`config.mk`:
```
export PLATFORM = sky130hd
export DESIGN_NAME = rh11Dma
export DESIGN_NICKNAME = d
export VERILOG_FILES = /design/src/hw/rhPkg.sv /design/src/hw/rhRegDecode.sv /design/src/hw/rhCs1.sv /design/src/hw/rhWc.sv /design/src/hw/rhBa.sv /design/src/hw/rhDmaSeq.sv /design/src/hw/rh11Dma.sv
export SDC_FILE = /design/constraint.sdc
export NUM_CORES = 1
export LEC_CHECK = 0
export ABC_CLOCK_PERIOD_IN_PS = 1680
export BUFFER_PORTS_ARGS = -buffer_cell sky130_fd_sc_hd__buf_2
export CAP_MARGIN = 20
export CORE_MARGIN = 2
export CORE_UTILIZATION = 49
export CTS_CLUSTER_SIZE = 14
export DETAILED_ROUTE_END_ITERATION = 8
export GPL_TIMING_DRIVEN = 0
export HOLD_SLACK_MARGIN = 0.15
export PLACE_DENSITY = 0.76
export SLEW_MARGIN = 20
export SYNTH_ARGS = -nofsm -noshare
export SYNTH_HDL_FRONTEND = slang
export SYNTH_SLANG_ARGS = --single-unit
```
`constraint.sdc`:
```
create_clock -name clk -period 1.68 [get_ports clk]
set_input_delay 0.168 -clock clk [delete_from_list [all_inputs] [get_ports clk]]
set_output_delay 0.168 -clock clk [all_outputs]
set_load 0.01 [all_outputs]
```
`src/hw/rhPkg.sv`:
```
//////////////////////////////////////////////////////////////////////
// Address and count half of an RH11 only, 16-bit little-endian bus
// No drive side, no interrupts, no error bits
//////////////////////////////////////////////////////////////////////

package rhPkg;

   // Register byte offsets on the host bus
   localparam logic [2:0] cs1Offset = 3'd0;
   localparam logic [2:0] wcOffset  = 3'd2;
   localparam logic [2:0] baOffset  = 3'd4;

   // Bus widths
   localparam int addrWidth = 18;
   localparam int dataWidth = 16;

   //////////////////////////////////////////////////////////////////////
   // Host bus access
   //////////////////////////////////////////////////////////////////////

   typedef struct packed {
      logic                 wr;
      logic                 rd;
      logic [2:0]           offset;
      logic                 hiByte;
      logic                 loByte;
      logic [dataWidth-1:0] data;
   } busReq_t;

   //////////////////////////////////////////////////////////////////////
   // Data word views
   //////////////////////////////////////////////////////////////////////

   // RHCS1 field layout, bit 15 first
   typedef struct packed {
      logic [5:0] unused;
      logic [1:0] bae;
      logic       rdy;
      // Interrupt enable, kept but never acted on
      logic       ie;
      logic [4:0] func;
      logic       go;
   } cs1Fields_t;

   // Plain byte lanes
   typedef struct packed {
      logic [7:0] hi;
      logic [7:0] lo;
   } bytePair_t;

   // Same 16 bits seen as CS1 fields or as two bytes
   typedef union packed {
      cs1Fields_t cs1;
      bytePair_t  bytes;
   } rhWord_u;

   // Decoded write, one strobe per register
   typedef struct packed {
      logic    cs1Wr;
      logic    wcWr;
      logic    baWr;
      logic    hiByte;
      logic    loByte;
      rhWord_u data;
   } regWrite_t;

endpackage

```
`src/hw/rhRegDecode.sv`:
```
//////////////////////////////////////////////////////////////////////
// Read data is combinational and is zero without a read strobe
// Unknown offsets write nothing and read zero
//////////////////////////////////////////////////////////////////////

`timescale 1ns/1ns

module rhRegDecode
(
   input  logic                          clk,
   input  logic                          rst,
   input  rhPkg::busReq_t                bus,
   input  rhPkg::rhWord_u                cs1Value,
   input  rhPkg::rhWord_u                wcValue,
   input  rhPkg::rhWord_u                baLow,
   output rhPkg::regWrite_t              regWr,
   output logic [rhPkg::dataWidth-1:0]   rdData
);

   //////////////////////////////////////////////////////////////////////
   // Write strobes
   //////////////////////////////////////////////////////////////////////

   always_comb
   begin
      // At most one strobe, picked by offset
      regWr.cs1Wr  = bus.wr && (bus.offset == rhPkg::cs1Offset);
      regWr.wcWr   = bus.wr && (bus.offset == rhPkg::wcOffset);
      regWr.baWr   = bus.wr && (bus.offset == rhPkg::baOffset);
      // Lanes and data shared by all three registers
      regWr.hiByte = bus.hiByte;
      regWr.loByte = bus.loByte;
      regWr.data   = bus.data;
   end

   //////////////////////////////////////////////////////////////////////
   // Read mux
   //////////////////////////////////////////////////////////////////////

   always_comb
   begin
      rdData = '0;
      if (bus.rd)
      begin
         case (bus.offset)
            rhPkg::cs1Offset: rdData = cs1Value;
            rhPkg::wcOffset:  rdData = wcValue;
            rhPkg::baOffset:  rdData = baLow;
            default:          rdData = '0;
         endcase
      end
   end

   // Host never reads and writes in one cycle
   busExclusive: assert property (@(posedge clk) disable iff (rst) !(bus.wr && bus.rd))
      else $error("bus wr and rd both high");

endmodule

```
`src/hw/rhCs1.sv`:
```
//////////////////////////////////////////////////////////////////////
// Function and ie change only while ready, GO always reads as 0
// BAE bits are stored in the BA register, shown here for reads
//////////////////////////////////////////////////////////////////////

`timescale 1ns/1ns

module rhCs1
(
   input  logic              clk,
   input  logic              rst,
   input  logic              clr,
   input  rhPkg::regWrite_t  regWr,
   input  logic              xferDone,
   input  logic [1:0]        bae,
   output rhPkg::rhWord_u    cs1Value,
   output logic [4:0]        func,
   output logic              rdy,
   output logic              goStart
);

   // Interrupt enable bit
   logic ie;
   // Low byte write accepted
   logic loWrite;

   // Low byte holds go, func and ie
   assign loWrite = regWr.cs1Wr && regWr.loByte && rdy;

   // Start pulse, same cycle as the write
   assign goStart = loWrite && regWr.data.cs1.go;

   //////////////////////////////////////////////////////////////////////
   // Function and interrupt enable
   //////////////////////////////////////////////////////////////////////

   always_ff @(posedge clk or posedge rst)
   begin
      if (rst)
      begin
         func <= '0;
         ie   <= 1'b0;
      end
      else if (clr)
         func <= '0;
      else if (loWrite)
      begin
         func <= regWr.data.cs1.func;
         ie   <= regWr.data.cs1.ie;
      end
   end

   // Ready flag, clear wins over start, start over done
   always_ff @(posedge clk or posedge rst)
   begin
      if (rst)
         rdy <= 1'b1;
      else if (clr)
         rdy <= 1'b1;
      else if (goStart)
         rdy <= 1'b0;
      else if (xferDone)
         rdy <= 1'b1;
   end

   //////////////////////////////////////////////////////////////////////
   // Read view
   //////////////////////////////////////////////////////////////////////

   always_comb
   begin
      cs1Value.cs1.unused = '0;
      cs1Value.cs1.bae    = bae;
      cs1Value.cs1.rdy    = rdy;
      cs1Value.cs1.ie     = ie;
      cs1Value.cs1.func   = func;
      cs1Value.cs1.go     = 1'b0;
   end

   // A start needs ready and drops it at the next edge unless cleared
   goNeedsRdy: assert property (@(posedge clk) disable iff (rst)
                               (goStart && !clr) |-> rdy ##1 !rdy)
      else $error("goStart without ready, or ready not dropped");

endmodule

```
`src/hw/rhWc.sv`:
```
//////////////////////////////////////////////////////////////////////
// Count runs up to zero, a written byte beats the increment
//////////////////////////////////////////////////////////////////////

`timescale 1ns/1ns

module rhWc
(
   input  logic              clk,
   input  logic              rst,
   input  logic              clr,
   input  rhPkg::regWrite_t  regWr,
   input  logic              inc,
   output rhPkg::rhWord_u    wcValue,
   output logic              wcLast
);

   // Stored count and next value
   logic [15:0] count;
   logic [15:0] countNext;

   // Increment first, then overlay the written lanes
   always_comb
   begin
      countNext = inc ? count + 16'd1 : count;
      if (regWr.wcWr && regWr.hiByte)
         countNext[15:8] = regWr.data.bytes.hi;
      if (regWr.wcWr && regWr.loByte)
         countNext[7:0] = regWr.data.bytes.lo;
   end

   always_ff @(posedge clk or posedge rst)
   begin
      if (rst)
         count <= '0;
      else if (clr)
         count <= '0;
      else
         count <= countNext;
   end

   // All ones means one word left
   assign wcLast = &count;

   // Read view
   assign wcValue = count;

endmodule

```
`src/hw/rhBa.sv`:
```
//////////////////////////////////////////////////////////////////////
// Extension bits load through CS1 only while ready
// Any BA write blocks the increment for that cycle
//////////////////////////////////////////////////////////////////////

`timescale 1ns/1ns

module rhBa
(
   input  logic                          clk,
   input  logic                          rst,
   input  logic                          clr,
   input  rhPkg::regWrite_t              regWr,
   input  logic                          rdy,
   input  logic                          inc,
   output logic [rhPkg::addrWidth-1:0]   rhBa
);

   // CS1 high byte carries the extension field
   logic extLoad;

   assign extLoad = regWr.cs1Wr && regWr.hiByte && rdy;

   //////////////////////////////////////////////////////////////////////
   // Address register
   //////////////////////////////////////////////////////////////////////

   always_ff @(posedge clk or posedge rst)
   begin
      if (rst)
         rhBa <= '0;
      else if (clr)
         rhBa <= '0;
      else
      begin
         if (extLoad)
            rhBa[17:16] <= regWr.data.cs1.bae;
         if (regWr.baWr)
         begin
            if (regWr.hiByte)
               rhBa[15:8] <= regWr.data.bytes.hi;
            if (regWr.loByte)
               rhBa[7:0] <= regWr.data.bytes.lo;
         end
         // Word step, carry runs into the extension bits
         else if (inc)
            rhBa <= rhBa + 18'd2;
      end
   end

endmodule

```
`src/hw/rhDmaSeq.sv`:
```
//////////////////////////////////////////////////////////////////////
// Two states only, the run length comes from the word count
// dmaAck is honoured only while dmaReq is high
//////////////////////////////////////////////////////////////////////

`timescale 1ns/1ns

module rhDmaSeq
(
   input  logic clk,
   input  logic rst,
   input  logic clr,
   input  logic goStart,
   input  logic wcLast,
   input  logic dmaAck,
   output logic dmaReq,
   output logic xferWord,
   output logic xferDone
);

   // Busy state, idle when low
   logic busy;

   //////////////////////////////////////////////////////////////////////
   // State
   //////////////////////////////////////////////////////////////////////

   always_ff @(posedge clk or posedge rst)
   begin
      if (rst)
         busy <= 1'b0;
      else if (clr)
         busy <= 1'b0;
      else if (goStart)
         busy <= 1'b1;
      else if (xferDone)
         busy <= 1'b0;
   end

   // Request held for the whole run
   assign dmaReq = busy;

   // One word per acknowledge
   assign xferWord = busy && dmaAck;

   // Last word ends the run
   assign xferDone = xferWord && wcLast;

   //////////////////////////////////////////////////////////////////////
   // Checks
   //////////////////////////////////////////////////////////////////////

   // Memory side must not acknowledge without a request
   ackInReq: assert property (@(posedge clk) disable iff (rst) dmaAck |-> dmaReq)
      else $error("dmaAck without dmaReq");

   // Done comes with the last word and the request drops after it
   doneEndsRun: assert property (@(posedge clk) disable iff (rst)
                                xferDone |-> xferWord ##1 !dmaReq)
      else $error("xferDone without word, or dmaReq still high");

endmodule

```
`src/hw/rh11Dma.sv`:
```
//////////////////////////////////////////////////////////////////////
// Host bus in, memory request out, one word per acknowledge
// rdData is valid in the cycle of the read strobe
//////////////////////////////////////////////////////////////////////

`timescale 1ns/1ns

module rh11Dma
(
   input  logic                          clk,
   input  logic                          rst,
   input  logic                          clr,
   input  rhPkg::busReq_t                bus,
   output logic [rhPkg::dataWidth-1:0]   rdData,
   output logic                          dmaReq,
   input  logic                          dmaAck,
   output logic [rhPkg::addrWidth-1:0]   dmaAddr,
   output logic [4:0]                    dmaFunc
);

   // Register side
   rhPkg::regWrite_t regWr;
   rhPkg::rhWord_u   cs1Value;
   rhPkg::rhWord_u   wcValue;
   rhPkg::rhWord_u   baLow;
   logic [1:0]       bae;
   logic             rdy;
   logic             goStart;
   logic             wcLast;

   // Sequencer side
   logic xferWord;
   logic xferDone;

   // BA split for the read views
   assign baLow = dmaAddr[15:0];
   assign bae   = dmaAddr[17:16];

   rhRegDecode uDecode (
      .clk(clk), .rst(rst), .bus(bus), .cs1Value(cs1Value), .wcValue(wcValue),
      .baLow(baLow), .regWr(regWr), .rdData(rdData)
   );

   rhCs1 uCs1 (
      .clk(clk), .rst(rst), .clr(clr), .regWr(regWr), .xferDone(xferDone),
      .bae(bae), .cs1Value(cs1Value), .func(dmaFunc), .rdy(rdy), .goStart(goStart)
   );

   rhWc uWc (
      .clk(clk), .rst(rst), .clr(clr), .regWr(regWr), .inc(xferWord),
      .wcValue(wcValue), .wcLast(wcLast)
   );

   // BA is the memory address directly
   rhBa uBa (
      .clk(clk), .rst(rst), .clr(clr), .regWr(regWr), .rdy(rdy), .inc(xferWord),
      .rhBa(dmaAddr)
   );

   rhDmaSeq uSeq (
      .clk(clk), .rst(rst), .clr(clr), .goStart(goStart), .wcLast(wcLast),
      .dmaAck(dmaAck), .dmaReq(dmaReq), .xferWord(xferWord), .xferDone(xferDone)
   );

endmodule

```
==> flow_summary_export.csv <==
group,metric,value,unit
global_route,grt_pass1_vias,2716,
timing,worst_slack,0.0237,ns
global_route,use_met2,0.426,
timing,max_slew_margin,0.559,
setup_path,critPathKind,"flip-flop to flip-flop",
clocking,cts_tree,"yes",
finish,multi_input_area,1830,sq um
synth,synth_area,2960,sq um
clocking,htreeDepth,2,
timing,drv_slew,0,
finish,final_cells,500,
synth,ys_ff_latch,42,
routing,drt_first_pass_iters,5,
finish,drive_gt1_frac,0.369,
routing,num_vias,3028,
setup_path,r2r-start,"uBa.rhBa[5]",
power_and_ir_drop,cellLeakagePower,1.65,nW
routing,drc,0,
setup_path,max_stage_delay,0.48,ns
timing,rsz0062_at_grt,"true",
setup_path,worstPathRequired,1.90,ns
setup_path,crit_family,"simple AND/OR/NAND/NOR gates",
routing,ant_nets,0,
floorplanning,core_area,5890,sq um
floorplanning,die-area,6690,sq um
setup_path,worstPathCellList,"nand3_2 > nor4_4 > nand3_1 > a2bb2oi_1 > a21oi_1",
routing,drtIter0Drc,212,
floorplanning,num_rows,28,
finish,utilization,0.642,
place,pre_cts_ws,-0.167,ns
clocking,clk_latency,0.30,ns
place,dp_cells,470,
routing,routed_wl,9260,um
clocking,clkTransAtPathRegs,0.09,ns
global_route,antenna_found_initial,0,
setup_path,worst_r2r_path_depth,5,
finish,mostFrequentLayoutCells,"68 x buf_2, 50 x nor2_1, 32 x nand2_1",
timing,worst_pin_slew,0.662,ns
finish,antennaDiodeCount,0,
setup_path,cp_num_buf_inv,0,
global_route,grt_max_degree,28,
finish,area_growth,27.5,%
finish,fillCellCount,496,
hold_path,min_from,"bus[15]",
synth,synth_nets,358,
timing,hold_ws,0.162,ns
finish,ff_latch_area,1070,sq um
finish,nNetsFinal,453,
floorplanning,pin_count,67,
timing,period_minus_slack,1.66,ns
global_route,busiest_layer,"met2",
synth,synth_ff_type,"dfrtp_1",
floorplanning,start_util,0.504,
timing,finalSetupTns,0,ns
global_route,grt_pass1_wl,13800,um
synth,seq_area_frac_synth,0.355,
setup_path,cp_data_arrival_time,1.88,ns
clocking,cts.sink_count,42,
synth,synth.distinct_cells,57,
timing,finalHoldViolCount,0,
routing,viasPerCell,6.06,
floorplanning,die_w,81.8,um
power_and_ir_drop,power_density,549,nW/um^2
hold_path,hp-class,"primary input to flip-flop",
routing,avgRoutedWirePerCell,18.5,um
setup_path,r2r_end,"uBa.rhBa[17]",
place,place_area,3400,sq um
finish,final_area,3780,sq um
job,cap_violations,0,
status,status,"completed",
global_route,track_usage,0.273,
global_route,grt_use_met1,0.388,
setup_path,worst_setup_path_start_kind,"flip-flop",
clocking,clock_path_buffers,2,
hold_path,holdPathEnd,"uBa.rhBa[15]",
synth,synth_area_per_cell,9.01,sq um
setup_path,rrSetupSlack,0.02,ns
synth,netlist_instances,329,
power_and_ir_drop,ir_worst_vdd,0.265,mV
hold_path,min_delay_path_depth,3,
global_route,overflow,0,
timing,period_share,0.986,
timing,setup_viol,0,
synth,synth_edf_count,0,
power_and_ir_drop,finalPower,2.07,mW
setup_path,cp-end-kind,"flip-flop",
timing,max_freq,0.604,GHz
place,hpwl,6570,um
setup_path,cp_slowest_cell,"dfrtp_1",
finish,layout_commonest_cell,"buf_2",
global_route,met3_usage,0.0451,
clocking,cts_root_buf,"clkbuf_8",
synth,synth_warnings,0,
timing,finalClockSkew,0.00472,ns
synth,async_flop_share,1.00,
floorplanning,fp.dieH,81.8,um
place,finalWeightedCongestion,0.836,
setup_path,crit_path_max_fanout,7,
clocking,cts_buffers,5,
place,port_buffers,65,
## worst min-delay path: cells and delay by family
kind / cells / cell delay (ns)
buf+inv: 1 / 0.11
compound gates: 1 / 0.07
simple gates: 1 / 0.06
## worst max path at each step
stage | start | to | slack, ns | depth (start not counted)
finish | uBa.rhBa[5] | uBa.rhBa[17] | 0.02 | 5
global route | uBa.rhBa[1] | uBa.rhBa[13] | -0.05 | 6
CTS | uBa.rhBa[1] | uBa.rhBa[13] | -0.002 | 6
detailed placement | uBa.rhBa[2] | uBa.rhBa[13] | -0.17 | 6
global placement | rst | uBa.rhBa[1] | -0.21 | 2
floorplan | uBa.rhBa[2] | uBa.rhBa[13] | 0.02 | 6
## where the power goes
part	internal, mW	switching, mW
Sequential	1.03	0.0260
Clock	0.331	0.394
Combinational	0.120	0.172
Total	1.48	0.592
## logic make-up (layout without fill, tap and decap cells)
logic type | after synthesis | after routing | share of synthesized area
AND/OR/NAND/NOR | 149 | 149 | 0.283
AO/OA/AOI/OAI | 76 | 76 | 0.188
flip-flops | 42 | 42 | 0.355
buffers and inverters | 25 | 121 | 0.0536
XOR/XNOR | 18 | 18 | 0.0532
multiplexers | 17 | 17 | 0.0583
adder cells (fa/ha/maj) | 2 | 2 | 0.00844
## cell type report
type                            count  share of cell area
Clock buffer                        6              0.0219
Tap cell                           75              0.0248
Sequential cell                    42               0.282
Timing Repair Buffer               88               0.139
Buffer                             21              0.0394
Inverter                            4             0.00397
Clock inverter                      2             0.00331
Multi-Input combinational cell    262               0.485
## synth_stat cells, types with 4 or more instances
library cell	number	area, sq um
a211oi_1	14	105
xor2_1	12	105
nor2_1	53	199
nand4_1	8	50.1
a22oi_1	10	75.1
nand3_2	4	40.0
buf_6	4	45.0
a31oi_1	6	37.5
dfrtp_1	41	1030
o22a_1	8	70.1
clkbuf_1	5	18.8
xnor2_1	6	52.6
o21ai_1	6	30.0
mux2i_1	15	150
nand3_1	9	45.0
inv_1	4	15.0
a211oi_2	5	62.6
buf_4	5	37.5
a21oi_1	17	85.1
nor3_1	8	40.0
buf_2	5	25.0
nand2_1	32	120
## repair_timing
action	in CTS	in global routing
resized for setup	12	17
hold endpoints to repair	19	0
cloned	0	0
setup buffers	4	13
pin swaps	3	8
setup endpoints to repair	7	14
hold buffers	5	0
## per-layer routing
metal  vias to the layer above  share of wire
met5                         -              0
met4                         0          0.024
met3                        26          0.090
met2                       172           0.48
met1                      1441           0.40
li1                       1389              -
## registers in the layout, summed over array words and instances, names as in the netlist
signal and cells:
uCs1.ie 1, uCs1.rdy 1, uCs1.func 5, uWc.wcValue 16, uBa.rhBa 18, uSeq.dmaReq 1
Power figures use the tool's default switching activity.
